File: src/include/lc4_mini_config.svh
`ifndef LC4_MINI_CONFIG_SVH
`define LC4_MINI_CONFIG_SVH

// datapath and address width
`define LC4_XLEN 16

// register file geometry
`define LC4_NREGS 8
`define LC4_RSEL_W 3

// first fetch address after reset
`define LC4_RESET_PC 16'h8200

// clock edges from fetch to the writeback trace
`define LC4_PIPE_DEPTH 3

`endif

File: src/hw/lc4_mini_pkg.sv
`include "lc4_mini_config.svh"

package lc4_mini_pkg;

    // opcode groups the core executes, anything else retires as a no-op
    typedef enum logic [3:0] {
        OP_ARITH = 4'b0001,
        OP_LOGIC = 4'b0101,
        OP_CONST = 4'b1001
    } lc4_opcode_e;

    // register form: rd <- rs op rt
    typedef struct packed {
        lc4_opcode_e            opcode;
        logic [`LC4_RSEL_W-1:0] rd;
        logic [`LC4_RSEL_W-1:0] rs;
        logic [2:0]             sub_op;
        logic [`LC4_RSEL_W-1:0] rt;
    } lc4_insn_rr_t;

    // immediate form, imm_flag overlays sub_op[2]
    typedef struct packed {
        lc4_opcode_e            opcode;
        logic [`LC4_RSEL_W-1:0] rd;
        logic [`LC4_RSEL_W-1:0] rs;
        logic                   imm_flag;
        logic [4:0]             imm5;
    } lc4_insn_ri_t;

    typedef struct packed {
        lc4_opcode_e            opcode;
        logic [`LC4_RSEL_W-1:0] rd;
        logic [8:0]             imm9;
    } lc4_insn_c_t;

    typedef union packed {
        lc4_insn_rr_t rr;
        lc4_insn_ri_t ri;
        lc4_insn_c_t  c;
    } lc4_insn_u;

    typedef enum logic [2:0] {
        ALU_ADD,
        ALU_SUB,
        ALU_AND,
        ALU_OR,
        ALU_XOR,
        ALU_NOT,
        ALU_PASS_IMM
    } lc4_alu_op_e;

    typedef struct packed {
        logic                   valid;
        logic [`LC4_XLEN-1:0]   pc;
        lc4_insn_u              insn;
        lc4_alu_op_e            alu_op;
        logic [`LC4_RSEL_W-1:0] rs_sel;
        logic [`LC4_RSEL_W-1:0] rt_sel;
        logic [`LC4_RSEL_W-1:0] rd_sel;
        logic                   rs_re;
        logic                   rt_re;
        logic                   rf_we;
        logic                   use_imm;
        logic [`LC4_XLEN-1:0]   imm;
    } lc4_dec_t;

    typedef struct packed {
        lc4_dec_t             dec;
        logic [`LC4_XLEN-1:0] rs_data;
        logic [`LC4_XLEN-1:0] rt_data;
    } lc4_opnd_t;

    typedef struct packed {
        logic                   valid;
        logic [`LC4_XLEN-1:0]   pc;
        logic [`LC4_XLEN-1:0]   insn;
        logic                   rf_we;
        logic [`LC4_RSEL_W-1:0] wsel;
        logic [`LC4_XLEN-1:0]   wdata;
        logic [2:0]             nzp;
    } lc4_wb_t;

endpackage

File: src/hw/lc4_exec_writeback.sv
`timescale 1ns/100ps
`include "lc4_mini_config.svh"

module lc4_exec_writeback (
    input  logic                      gwe,
    input  logic                      i_arst_n,
    input  lc4_mini_pkg::lc4_opnd_t   i_opnd,
    output lc4_mini_pkg::lc4_wb_t     o_wb
);
    import lc4_mini_pkg::*;

    logic                   rs_byp;
    logic                   rt_byp;
    logic [`LC4_XLEN-1:0]   op_a;
    logic [`LC4_XLEN-1:0]   op_b;
    logic [`LC4_XLEN-1:0]   alu_res;
    logic [2:0]             nzp;
    logic                   valid_q;
    logic                   we_q;
    logic [`LC4_XLEN-1:0]   pc_q;
    logic [`LC4_XLEN-1:0]   insn_q;
    logic [`LC4_RSEL_W-1:0] wsel_q;
    logic [`LC4_XLEN-1:0]   wdata_q;
    logic [2:0]             nzp_q;

    // bypass from the instruction retiring this cycle
    assign rs_byp = o_wb.valid && o_wb.rf_we && i_opnd.dec.rs_re &&
                    (o_wb.wsel == i_opnd.dec.rs_sel);
    assign rt_byp = o_wb.valid && o_wb.rf_we && i_opnd.dec.rt_re &&
                    (o_wb.wsel == i_opnd.dec.rt_sel);

    assign op_a = rs_byp ? o_wb.wdata : i_opnd.rs_data;
    assign op_b = i_opnd.dec.use_imm ? i_opnd.dec.imm :
                  rt_byp ? o_wb.wdata : i_opnd.rt_data;

    always_comb begin
        case (i_opnd.dec.alu_op)
            ALU_ADD:      alu_res = op_a + op_b;
            ALU_SUB:      alu_res = op_a - op_b;
            ALU_AND:      alu_res = op_a & op_b;
            ALU_OR:       alu_res = op_a | op_b;
            ALU_XOR:      alu_res = op_a ^ op_b;
            ALU_NOT:      alu_res = ~op_a;
            ALU_PASS_IMM: alu_res = i_opnd.dec.imm;
            default:      alu_res = '0;
        endcase
    end

    // n, z, p from the two's complement result
    always_comb begin
        if ($signed(alu_res) < 0) begin
            nzp = 3'b100;
        end else if (alu_res == '0) begin
            nzp = 3'b010;
        end else begin
            nzp = 3'b001;
        end
    end

    always_ff @(posedge gwe or negedge i_arst_n) begin
        if (!i_arst_n) begin
            valid_q <= 1'b0;
            we_q    <= 1'b0;
        end else begin
            valid_q <= i_opnd.dec.valid;
            we_q    <= i_opnd.dec.valid & i_opnd.dec.rf_we;
        end
    end

    always_ff @(posedge gwe) begin
        pc_q    <= i_opnd.dec.pc;
        insn_q  <= i_opnd.dec.insn;
        wsel_q  <= i_opnd.dec.rd_sel;
        wdata_q <= alu_res;
        nzp_q   <= nzp;
    end

    always_comb begin
        o_wb.valid = valid_q;
        o_wb.pc    = pc_q;
        o_wb.insn  = insn_q;
        o_wb.rf_we = we_q;
        o_wb.wsel  = wsel_q;
        o_wb.wdata = wdata_q;
        o_wb.nzp   = nzp_q;
    end

endmodule

File: src/hw/lc4_fetch_decode.sv
`timescale 1ns/100ps
`include "lc4_mini_config.svh"

module lc4_fetch_decode (
    input  logic                      gwe,
    input  logic                      i_arst_n,
    input  lc4_mini_pkg::lc4_insn_u   i_insn,
    output logic [`LC4_XLEN-1:0]      o_pc,
    output lc4_mini_pkg::lc4_dec_t    o_dec
);
    import lc4_mini_pkg::*;

    logic                 dec_valid_q;
    logic [`LC4_XLEN-1:0] dec_pc_q;
    lc4_insn_u            dec_insn_q;
    logic                 dec_we;

    // no redirects, so fetch just walks forward
    always_ff @(posedge gwe or negedge i_arst_n) begin
        if (!i_arst_n) begin
            o_pc        <= `LC4_RESET_PC;
            dec_valid_q <= 1'b0;
        end else begin
            o_pc        <= o_pc + 1'b1;
            dec_valid_q <= 1'b1;
        end
    end

    always_ff @(posedge gwe) begin
        dec_pc_q   <= o_pc;
        dec_insn_q <= i_insn;
    end

    always_comb begin
        o_dec        = '0;
        dec_we       = 1'b0;
        o_dec.valid  = dec_valid_q;
        o_dec.pc     = dec_pc_q;
        o_dec.insn   = dec_insn_q;
        o_dec.alu_op = ALU_ADD;
        o_dec.rs_sel = dec_insn_q.rr.rs;
        o_dec.rt_sel = dec_insn_q.rr.rt;
        o_dec.rd_sel = dec_insn_q.rr.rd;
        o_dec.imm    = {{(`LC4_XLEN-5){dec_insn_q.ri.imm5[4]}}, dec_insn_q.ri.imm5};

        case (dec_insn_q.rr.opcode)
            OP_ARITH: begin
                if (dec_insn_q.ri.imm_flag) begin
                    o_dec.rs_re   = 1'b1;
                    o_dec.use_imm = 1'b1;
                    dec_we        = 1'b1;
                end else if (dec_insn_q.rr.sub_op == 3'b000 || dec_insn_q.rr.sub_op == 3'b010) begin
                    // MUL and DIV stay no-ops
                    o_dec.alu_op = (dec_insn_q.rr.sub_op == 3'b000) ? ALU_ADD : ALU_SUB;
                    o_dec.rs_re  = 1'b1;
                    o_dec.rt_re  = 1'b1;
                    dec_we       = 1'b1;
                end
            end
            OP_LOGIC: begin
                o_dec.rs_re = 1'b1;
                dec_we      = 1'b1;
                if (dec_insn_q.ri.imm_flag) begin
                    o_dec.alu_op  = ALU_AND;
                    o_dec.use_imm = 1'b1;
                end else begin
                    case (dec_insn_q.rr.sub_op[1:0])
                        2'b00: o_dec.alu_op = ALU_AND;
                        2'b01: o_dec.alu_op = ALU_NOT;
                        2'b10: o_dec.alu_op = ALU_OR;
                        default: o_dec.alu_op = ALU_XOR;
                    endcase
                    // NOT has no second source
                    o_dec.rt_re = (dec_insn_q.rr.sub_op[1:0] != 2'b01);
                end
            end
            OP_CONST: begin
                o_dec.alu_op  = ALU_PASS_IMM;
                o_dec.use_imm = 1'b1;
                o_dec.imm     = {{(`LC4_XLEN-9){dec_insn_q.c.imm9[8]}}, dec_insn_q.c.imm9};
                dec_we        = 1'b1;
            end
            default: begin
                dec_we = 1'b0;
            end
        endcase

        o_dec.rf_we = dec_valid_q & dec_we;
    end

endmodule

File: src/hw/lc4_mini_core.sv
`timescale 1ns/100ps
`include "lc4_mini_config.svh"

module lc4_mini_core (
    input  logic                      gwe,
    input  logic                      i_arst_n,
    output logic [`LC4_XLEN-1:0]      o_pc,
    input  lc4_mini_pkg::lc4_insn_u   i_insn,
    output lc4_mini_pkg::lc4_wb_t     o_wb
);
    import lc4_mini_pkg::*;

    lc4_dec_t  dec;
    lc4_opnd_t opnd;

    // fetch and decode, one edge into the decode register
    lc4_fetch_decode u_fetch_decode (
        .gwe      (gwe),
        .i_arst_n (i_arst_n),
        .i_insn   (i_insn),
        .o_pc     (o_pc),
        .o_dec    (dec)
    );

    // register file read, written back from the retiring instruction
    lc4_operand_buffer u_operand_buffer (
        .gwe      (gwe),
        .i_arst_n (i_arst_n),
        .i_dec    (dec),
        .i_wb     (o_wb),
        .o_opnd   (opnd)
    );

    // execute and writeback, also the trace seen at the top
    lc4_exec_writeback u_exec_writeback (
        .gwe      (gwe),
        .i_arst_n (i_arst_n),
        .i_opnd   (opnd),
        .o_wb     (o_wb)
    );

endmodule

File: src/hw/lc4_operand_buffer.sv
`timescale 1ns/100ps
`include "lc4_mini_config.svh"

module lc4_operand_buffer (
    input  logic                      gwe,
    input  logic                      i_arst_n,
    input  lc4_mini_pkg::lc4_dec_t    i_dec,
    input  lc4_mini_pkg::lc4_wb_t     i_wb,
    output lc4_mini_pkg::lc4_opnd_t   o_opnd
);
    import lc4_mini_pkg::*;

    logic [`LC4_XLEN-1:0] rf [`LC4_NREGS];
    logic                 wb_fire;
    logic [`LC4_XLEN-1:0] rs_data;
    logic [`LC4_XLEN-1:0] rt_data;
    logic                 valid_q;
    lc4_dec_t             dec_q;
    logic [`LC4_XLEN-1:0] rs_q;
    logic [`LC4_XLEN-1:0] rt_q;

    assign wb_fire = i_wb.valid & i_wb.rf_we;

    // register file, one write port fed from writeback
    always_ff @(posedge gwe or negedge i_arst_n) begin
        if (!i_arst_n) begin
            for (int i = 0; i < `LC4_NREGS; i++) begin
                rf[i] <= '0;
            end
        end else if (wb_fire) begin
            rf[i_wb.wsel] <= i_wb.wdata;
        end
    end

    // write-through covers the instruction two behind the writer
    assign rs_data = (wb_fire && i_wb.wsel == i_dec.rs_sel) ? i_wb.wdata : rf[i_dec.rs_sel];
    assign rt_data = (wb_fire && i_wb.wsel == i_dec.rt_sel) ? i_wb.wdata : rf[i_dec.rt_sel];

    always_ff @(posedge gwe or negedge i_arst_n) begin
        if (!i_arst_n) begin
            valid_q <= 1'b0;
        end else begin
            valid_q <= i_dec.valid;
        end
    end

    always_ff @(posedge gwe) begin
        dec_q <= i_dec;
        rs_q  <= rs_data;
        rt_q  <= rt_data;
    end

    always_comb begin
        o_opnd.dec       = dec_q;
        o_opnd.dec.valid = valid_q;
        // a bubble never writes, whatever the stale payload says
        o_opnd.dec.rf_we = valid_q & dec_q.rf_we;
        o_opnd.rs_data   = rs_q;
        o_opnd.rt_data   = rt_q;
    end

endmodule

File: config.mk
export PLATFORM = sky130hd
export DESIGN_NAME = lc4_mini_core
export DESIGN_NICKNAME = d
export VERILOG_FILES = /design/src/hw/lc4_mini_pkg.sv /design/src/hw/lc4_exec_writeback.sv /design/src/hw/lc4_fetch_decode.sv /design/src/hw/lc4_mini_core.sv /design/src/hw/lc4_operand_buffer.sv
export VERILOG_INCLUDE_DIRS = /design/src /design/src/include
export SDC_FILE = /design/constraint.sdc
export NUM_CORES = 1
export LEC_CHECK = 0
export ABC_AREA = 1
export BUFFER_PORTS_ARGS = -buffer_cell sky130_fd_sc_hd__buf_2
export CAP_MARGIN = 20
export CORE_ASPECT_RATIO = 1.5
export CORE_MARGIN = 4
export CORE_UTILIZATION = 55
export CTS_CLUSTER_SIZE = 25
export DETAILED_ROUTE_END_ITERATION = 12
export PLACE_DENSITY = 0.77
export SLEW_MARGIN = 40
export SYNTH_ARGS = -nofsm -noshare
export SYNTH_HDL_FRONTEND = slang
export SYNTH_SLANG_ARGS = --single-unit
File: constraint.sdc
create_clock -name gwe -period 3.4 [get_ports gwe]
set_input_delay 0.68 -clock gwe [delete_from_list [all_inputs] [get_ports gwe]]
set_output_delay 0.68 -clock gwe [all_outputs]
set_load 0.02 [all_outputs]
# == Word-level counts from Yosys, hierarchy flattened ==
# Index checks and enable logic that the tools add are counted.
# Widths: inputs -> output; s select.
# totals
wordCells,117
output_inout_bits,72
inputBits,18
reg_bits,330
# op_classes
mux,33
bitwise_logic,11
magnitude_cmp,5
n_reduce_logical,15
n_addsub,3
n_eq_ne,17
# op_table
operator,count
$mux 16,11
$bwmux 128,1
$pmux 16 s7,1
$bmux 16 s3,2
$demux 16 s3,1
$pmux 3 s3,2
$add 16x1->16 const B,1
$add 16x16->16,1
$and 16x16->16,1
$logic_not 16->1,1
$lt 16x1->1 const B,1
$not 16->16,1
$or 16x16->16,1
$sub 16x16->16,1
$xor 16x16->16,1
$eq 3x3->1,4
$ge 4x4->1 const B,3
$not 3->4,3
$eq 3x2->1 const B,3
$eq 3x3->1 const B,3
$mux 3,3
$logic_and 1x1->1,8
$mux 1,7
$logic_not 3->1,2
other kinds (15),21

# == Logic depth before layout (Yosys ltp) ==
# logic_depth
depth_word,9
mapped_depth,33
mapped_depth_nobuf,31

# == Cells and area by module ==
# From an unflattened synthesis, not the netlist that was laid out.
# unflattened
cells_unflattened,2227
hier_area_um2,16583.4
# modules_own_cells
module,seq_area_each_um2,area_each_um2,cells_each,instances
lc4_operand_buffer,5149.9,10289.9,1362,1
lc4_exec_writeback,1131.1,4443.0,678,1
lc4_fetch_decode,1068.5,1850.5,187,1

# == Least setup slack after synthesis ==
# Ideal clock, no wire load.
# synth_timing
path_kind,register to register
from,register u_exec_writeback.insn_q[11] (netlist name)
to,register u_exec_writeback.nzp_q[0]
arrival_time_ps,3558
path_buffers,2
slack_ps,-268
required_time_ps,3291
setup_time_ps,109
synth_period_minus_slack_ps,3668
stages_incl_launch_ff,34
cell_sequence,dfxtp_1 > buf_4 > inv_2 > nand2_1 > nand2_1 > nor2_4 > nand2_4 > buf_6 > nand2_2 > nand3_2 > nand2_2 > nand2_2 > nor2_4 > nand2_4 > nor2_4 > nand2_2 > nor2_2 > nand2_1 > nand2_1 > xor2_1 > inv_1 > ha_1 > nand2_1 > inv_1 > a221oi_1 > nand2_1 > a21oi_1 > inv_1 > nand3_1 > nand3_1 > nand2_2 > inv_2 > nand2_1 > inv_1
# synth_rtl
item,line_no,text
end signal: assignment,lc4_exec_writeback.sv:75,nzp_q <= nzp;
end: declaration,lc4_exec_writeback.sv:24,logic [2:0] nzp_q;

# == Final worst setup path ==
# layout_timing
from,"register u_operand_buffer.dec_q, in the netlist u_operand_buffer.o_opnd[32]"
to,register u_exec_writeback.nzp_q[0]
# layout_between
elab_chain_len,5
elab_cells_between_ends,10
cone_classes,2 x add/sub; 1 x order compare; 3 x mux; 3 x bitwise; 1 x reduce/logical
# layout_lines
item,line_no,text
start: declaration,lc4_operand_buffer.sv:18,lc4_dec_t dec_q;
start signal: assignment,lc4_operand_buffer.sv:48,dec_q <= i_dec;
$mux 16 *,lc4_exec_writeback.sv:33,assign op_b = i_opnd.dec.use_imm ? i_opnd.dec.imm :
$sub 16x16->16 / $add 16x16->16 (equally long branches),"lc4_exec_writeback.sv:39, lc4_exec_writeback.sv:38",
$pmux 16 s7 *,lc4_exec_writeback.sv:37,case (i_opnd.dec.alu_op)
via u_exec_writeback.alu_res[15],lc4_exec_writeback.sv:16,logic [`LC4_XLEN-1:0] alu_res;
"parallel branches: the longest is 2 deep, another holds $lt 16x1->1",-,
# Mark *: on every way through the listed nets, which the timed path passes.
# A chain may end at the register's enable or synchronous reset.

==> results.py <==
metrics = {
    "run_status": {
        "status": "finished, violations left",
        "violations": "negative setup slack",
    },
    "routing": {
        "dr.pass1.iters": 5,
        "vias": 12910,
        "drtIter0Drc": 1088,
        "wl_um": 38420,
        "drc": 0,
        "wl_per_cell_um": 16.81,
        "ant_nets": 0,
        "via_per_inst": 5.652,
    },
    "cells_and_area": {
        "nets": 1997,
        "drive_gt1_frac": 0.1839,
        "finalNonFillerCells": 2285,
        "area_growth_pct": 17.02,
        "antenna_cells": 0,
        "layout_commonest_cell": "nand2_1",
        "postLayoutCoreUtil": 0.6536,
        "final_cell_mix": "348 x nand2_1, 303 x o21ai_0, 182 x inv_1",
    },
    "run": {
        "drv_cap": 0,
    },
    "grt": {
        "grt-ovfl-total": 0,
        "grt_use_total": 0.2652,
        "grt_pass1_vias": 12800,
        "antenna_found_initial": 0,
        "grt_max_degree": 117,
        "grt_pass1_wl_um": 62800,
    },
    "placed_design": {
        "io_buffers": 89,
        "placedCellCount": 2226,
        "dp_hpwl_um": 26120,
        "gp_congestion": 0.9366,
    },
    "floorplan": {
        "fp.dieH_um": 206.1,
        "row_count": 72,
        "pin_count": 90,
        "die_w_um": 140.1,
        "coreArea_um2": 25760,
        "initial_core_util": 0.5585,
        "dieArea_um2": 28870,
    },
    "synthesis": {
        "synthTopCellsByArea": "dfrtp_1 25%, dfxtp_1 22%, o21ai_0 11%",
        "synth.avg_cell_area_um2": 7.955,
        "synthFlopType": "dfxtp_1",
        "yosys_warnings": 0,
        "synth_seq_area_share": 0.4773,
        "yosys.area.top_type": "dfrtp_1",
        "ys_ff_latch": 306,
        "synth_top_area_frac": 0.2539,
        "synth.distinct_cells": 45,
        "synthesis.instances": 1809,
        "async_flop_share": 0.4837,
        "synth-edff-count": 0,
        "syn_area_um2": 14390,
        "syn_nets": 1876,
    },
    "pwr": {
        "internal_power_mw": 6.449,
        "p_clk_frac": 0.330,
        "power_per_cell_area_nw_per_um2": 559.8,
        "swShare": 0.3159,
        "total_power_mw": 9.427,
        "p_sw_mw": 2.978,
        "p_seq_frac": 0.440,
        "peakVddDrop_mv": 0.4544,
        "leakage_nw": 8.118,
        "comb_power_share": 0.230,
    },
    "timing": {
        "setup_viol": 4,
        "maxSlewHeadroom": 0.4663,
        "clock_skew_ps": 20.07,
        "fin_ws_ps": -245.0,
        "whs_ps": 123.4,
        "period_needed_ps": 3645,
        "finalCritPeriodShare": 1.072,
        "fmax_mhz": 274.4,
        "finalHoldViolCount": 0,
        "rsz0062_at_grt": "yes",
        "drv_slew": 0,
        "tightest_slew_ps": 800.6,
    },
    "clock_network": {
        "clock_latency_ps": 560,
        "cts_buffers": 28,
        "clock_sinks": 306,
        "clockBufferDepth": 3,
        "cts_tree": "built",
        "htree_levels": 1,
        "path_clk_slew_ps": 70,
        "clk_root_buffer_cell": "clkbuf_16",
    },
    "setup_path": {
        "rrSetupSlack_ps": -240,
        "r2r-end": "u_exec_writeback.nzp_q[0]$_SDFF_PP0_",
        "cp_max_fo": 8,
        "cp_slowest_cell": "dfxtp_2",
        "cp_top_family": "simple AND/OR/NAND/NOR gates",
        "worstRegToRegCells": 31,
        "crit_buf_inv": 6,
        "crit_path_end_kind": "flip-flop",
        "crit_arrival_ps": 4100,
        "crit_type": "reg2reg",
        "critPathLaunchType": "flip-flop",
        "cp.required_ps": 3860,
        "crit_path_frequent_cell": "nand2_2",
        "crit-reg2reg-launch": "u_operand_buffer.o_opnd[32]$_DFF_P_",
        "critPathMaxStageDelay_ps": 360,
    },
    "worst_hold_path": {
        "min_path_type": "in2async",
    },
}
==> routing by layer <==
metal,vias up,part of all wire,global-route usage
met4,0,0.050,0.1371
met3,142,0.066,0.03657
met2,561,0.50,0.4802
met1,6000,0.38,0.3041
li1,6211,-,-
met5,-,0,0
==> logic make-up after synthesis <==
| kind of cell | share of synthesized area |
|---|---|
| and+or+nand+nor | 0.1799 |
| AOI/OAI and AO/OA | 0.1951 |
| buffers and inverters | 0.08477 |
| DFF | 0.4773 |
| adders and majority gates | 0.04313 |
| xor gates and xnor gates | 0.01948 |
| other | 0.0002606 |
==> flip-flops by register name (all words and copies together) (netlist names), 3 cells and up <==
name                       flops
u_fetch_decode.o_pc           16
u_operand_buffer.rf          128
u_exec_writeback.wdata_q      16
u_operand_buffer.rt_q         16
u_fetch_decode.dec_pc_q       16
u_operand_buffer.o_opnd       42
u_operand_buffer.rs_q         16
u_exec_writeback.nzp_q         3
u_exec_writeback.insn_q       16
u_fetch_decode.dec_insn_q     16
u_exec_writeback.pc_q         16
==> repair_timing <==
action | CTS | global route
hold buffers | 0 | 0
endpoints found under the setup margin | 6 | 11
gates resized for setup | 12 | 47
endpoints found under the hold margin | 0 | 0
pin swaps | 10 | 43
setup buffers | 3 | 4
==> synth_stat cells, types with 7 or more instances <==
| cell | n |
|---|---|
| nand2_1 | 366 |
| o21ai_0 | 310 |
| inv_1 | 187 |
| dfxtp_1 | 158 |
| dfrtp_1 | 146 |
| nand3_1 | 110 |
| a21oi_1 | 93 |
| clkbuf_1 | 89 |
| nor2_1 | 75 |
| o211ai_1 | 67 |
| ha_1 | 48 |
| xor2_1 | 23 |
| nand2_2 | 14 |
| nand4_1 | 10 |
| buf_4 | 9 |
| xnor2_1 | 9 |
| o21ai_1 | 8 |
| a211oi_1 | 7 |
| inv_2 | 7 |
| o21ai_2 | 7 |
==> how the worst max path moves through the flow <==
stage	depth (start not counted)	start	slack, ps	to
after floorplan	32	u_exec_writeback.insn_q[11]$_DFF_P_	-30	u_exec_writeback.nzp_q[0]$_SDFF_PP0_
after global placement	26	u_operand_buffer.o_opnd[34]$_DFF_P_	-110	u_exec_writeback.nzp_q[0]$_SDFF_PP0_
after detailed placement	31	u_operand_buffer.o_opnd[32]$_DFF_P_	-280	u_exec_writeback.nzp_q[0]$_SDFF_PP0_
after CTS	31	u_operand_buffer.o_opnd[32]$_DFF_P_	-200	u_exec_writeback.nzp_q[0]$_SDFF_PP0_
after global routing	31	u_operand_buffer.o_opnd[32]$_DFF_P_	-520	u_exec_writeback.nzp_q[0]$_SDFF_PP0_
final	31	u_operand_buffer.o_opnd[32]$_DFF_P_	-240	u_exec_writeback.nzp_q[0]$_SDFF_PP0_
==> area by class of cell <==
class                           count  area (um^2)
Fill cell                        2169         8925
Sequential cell                   306         6889
Multi-Input combinational cell   1195         6506
Timing Repair Buffer              204         1368
Clock buffer                       42        844.6
Inverter                          195        734.5
Tap cell                          333        416.7
Clock inverter                     10        81.33
==> through the flow <==
stage                     setup TNS (ps)  area (um^2)  setup WS [ps]
after global routing               -2682        16840         -516.4
after detailed placement          -848.1        15680         -276.1
final                             -830.0        16840         -245.0
after floorplan                   -27.59        14430         -27.59
after CTS                         -576.1        16660         -201.9
after global placement            -210.8        15670         -114.9
==> worst reg2reg max path: cells and delay by family (launching register included) <==
| family | cells | cell delay, ps |
|---|---|---|
| xor+xnor | 1 | 170 |
| fa+ha+maj | 1 | 290 |
| compound gates | 3 | 630 |
| simple gates | 20 | 1760 |
| buf+inv | 6 | 330 |
| flops | 1 | 360 |
==> power groups by stage <==
stage | registers, mW | logic (mW) | clock network [mW]
global route | 4.17 | 2.42 | 3.31
detailed placement | 4.21 | 2.06 | 0
finish | 4.14 | 2.17 | 3.11
CTS | 4.14 | 2.08 | 3.17
global placement | 4.20 | 2.00 | 0
floorplan | 4.25 | 1.15 | 0
Power figures use the tool's default switching activity.
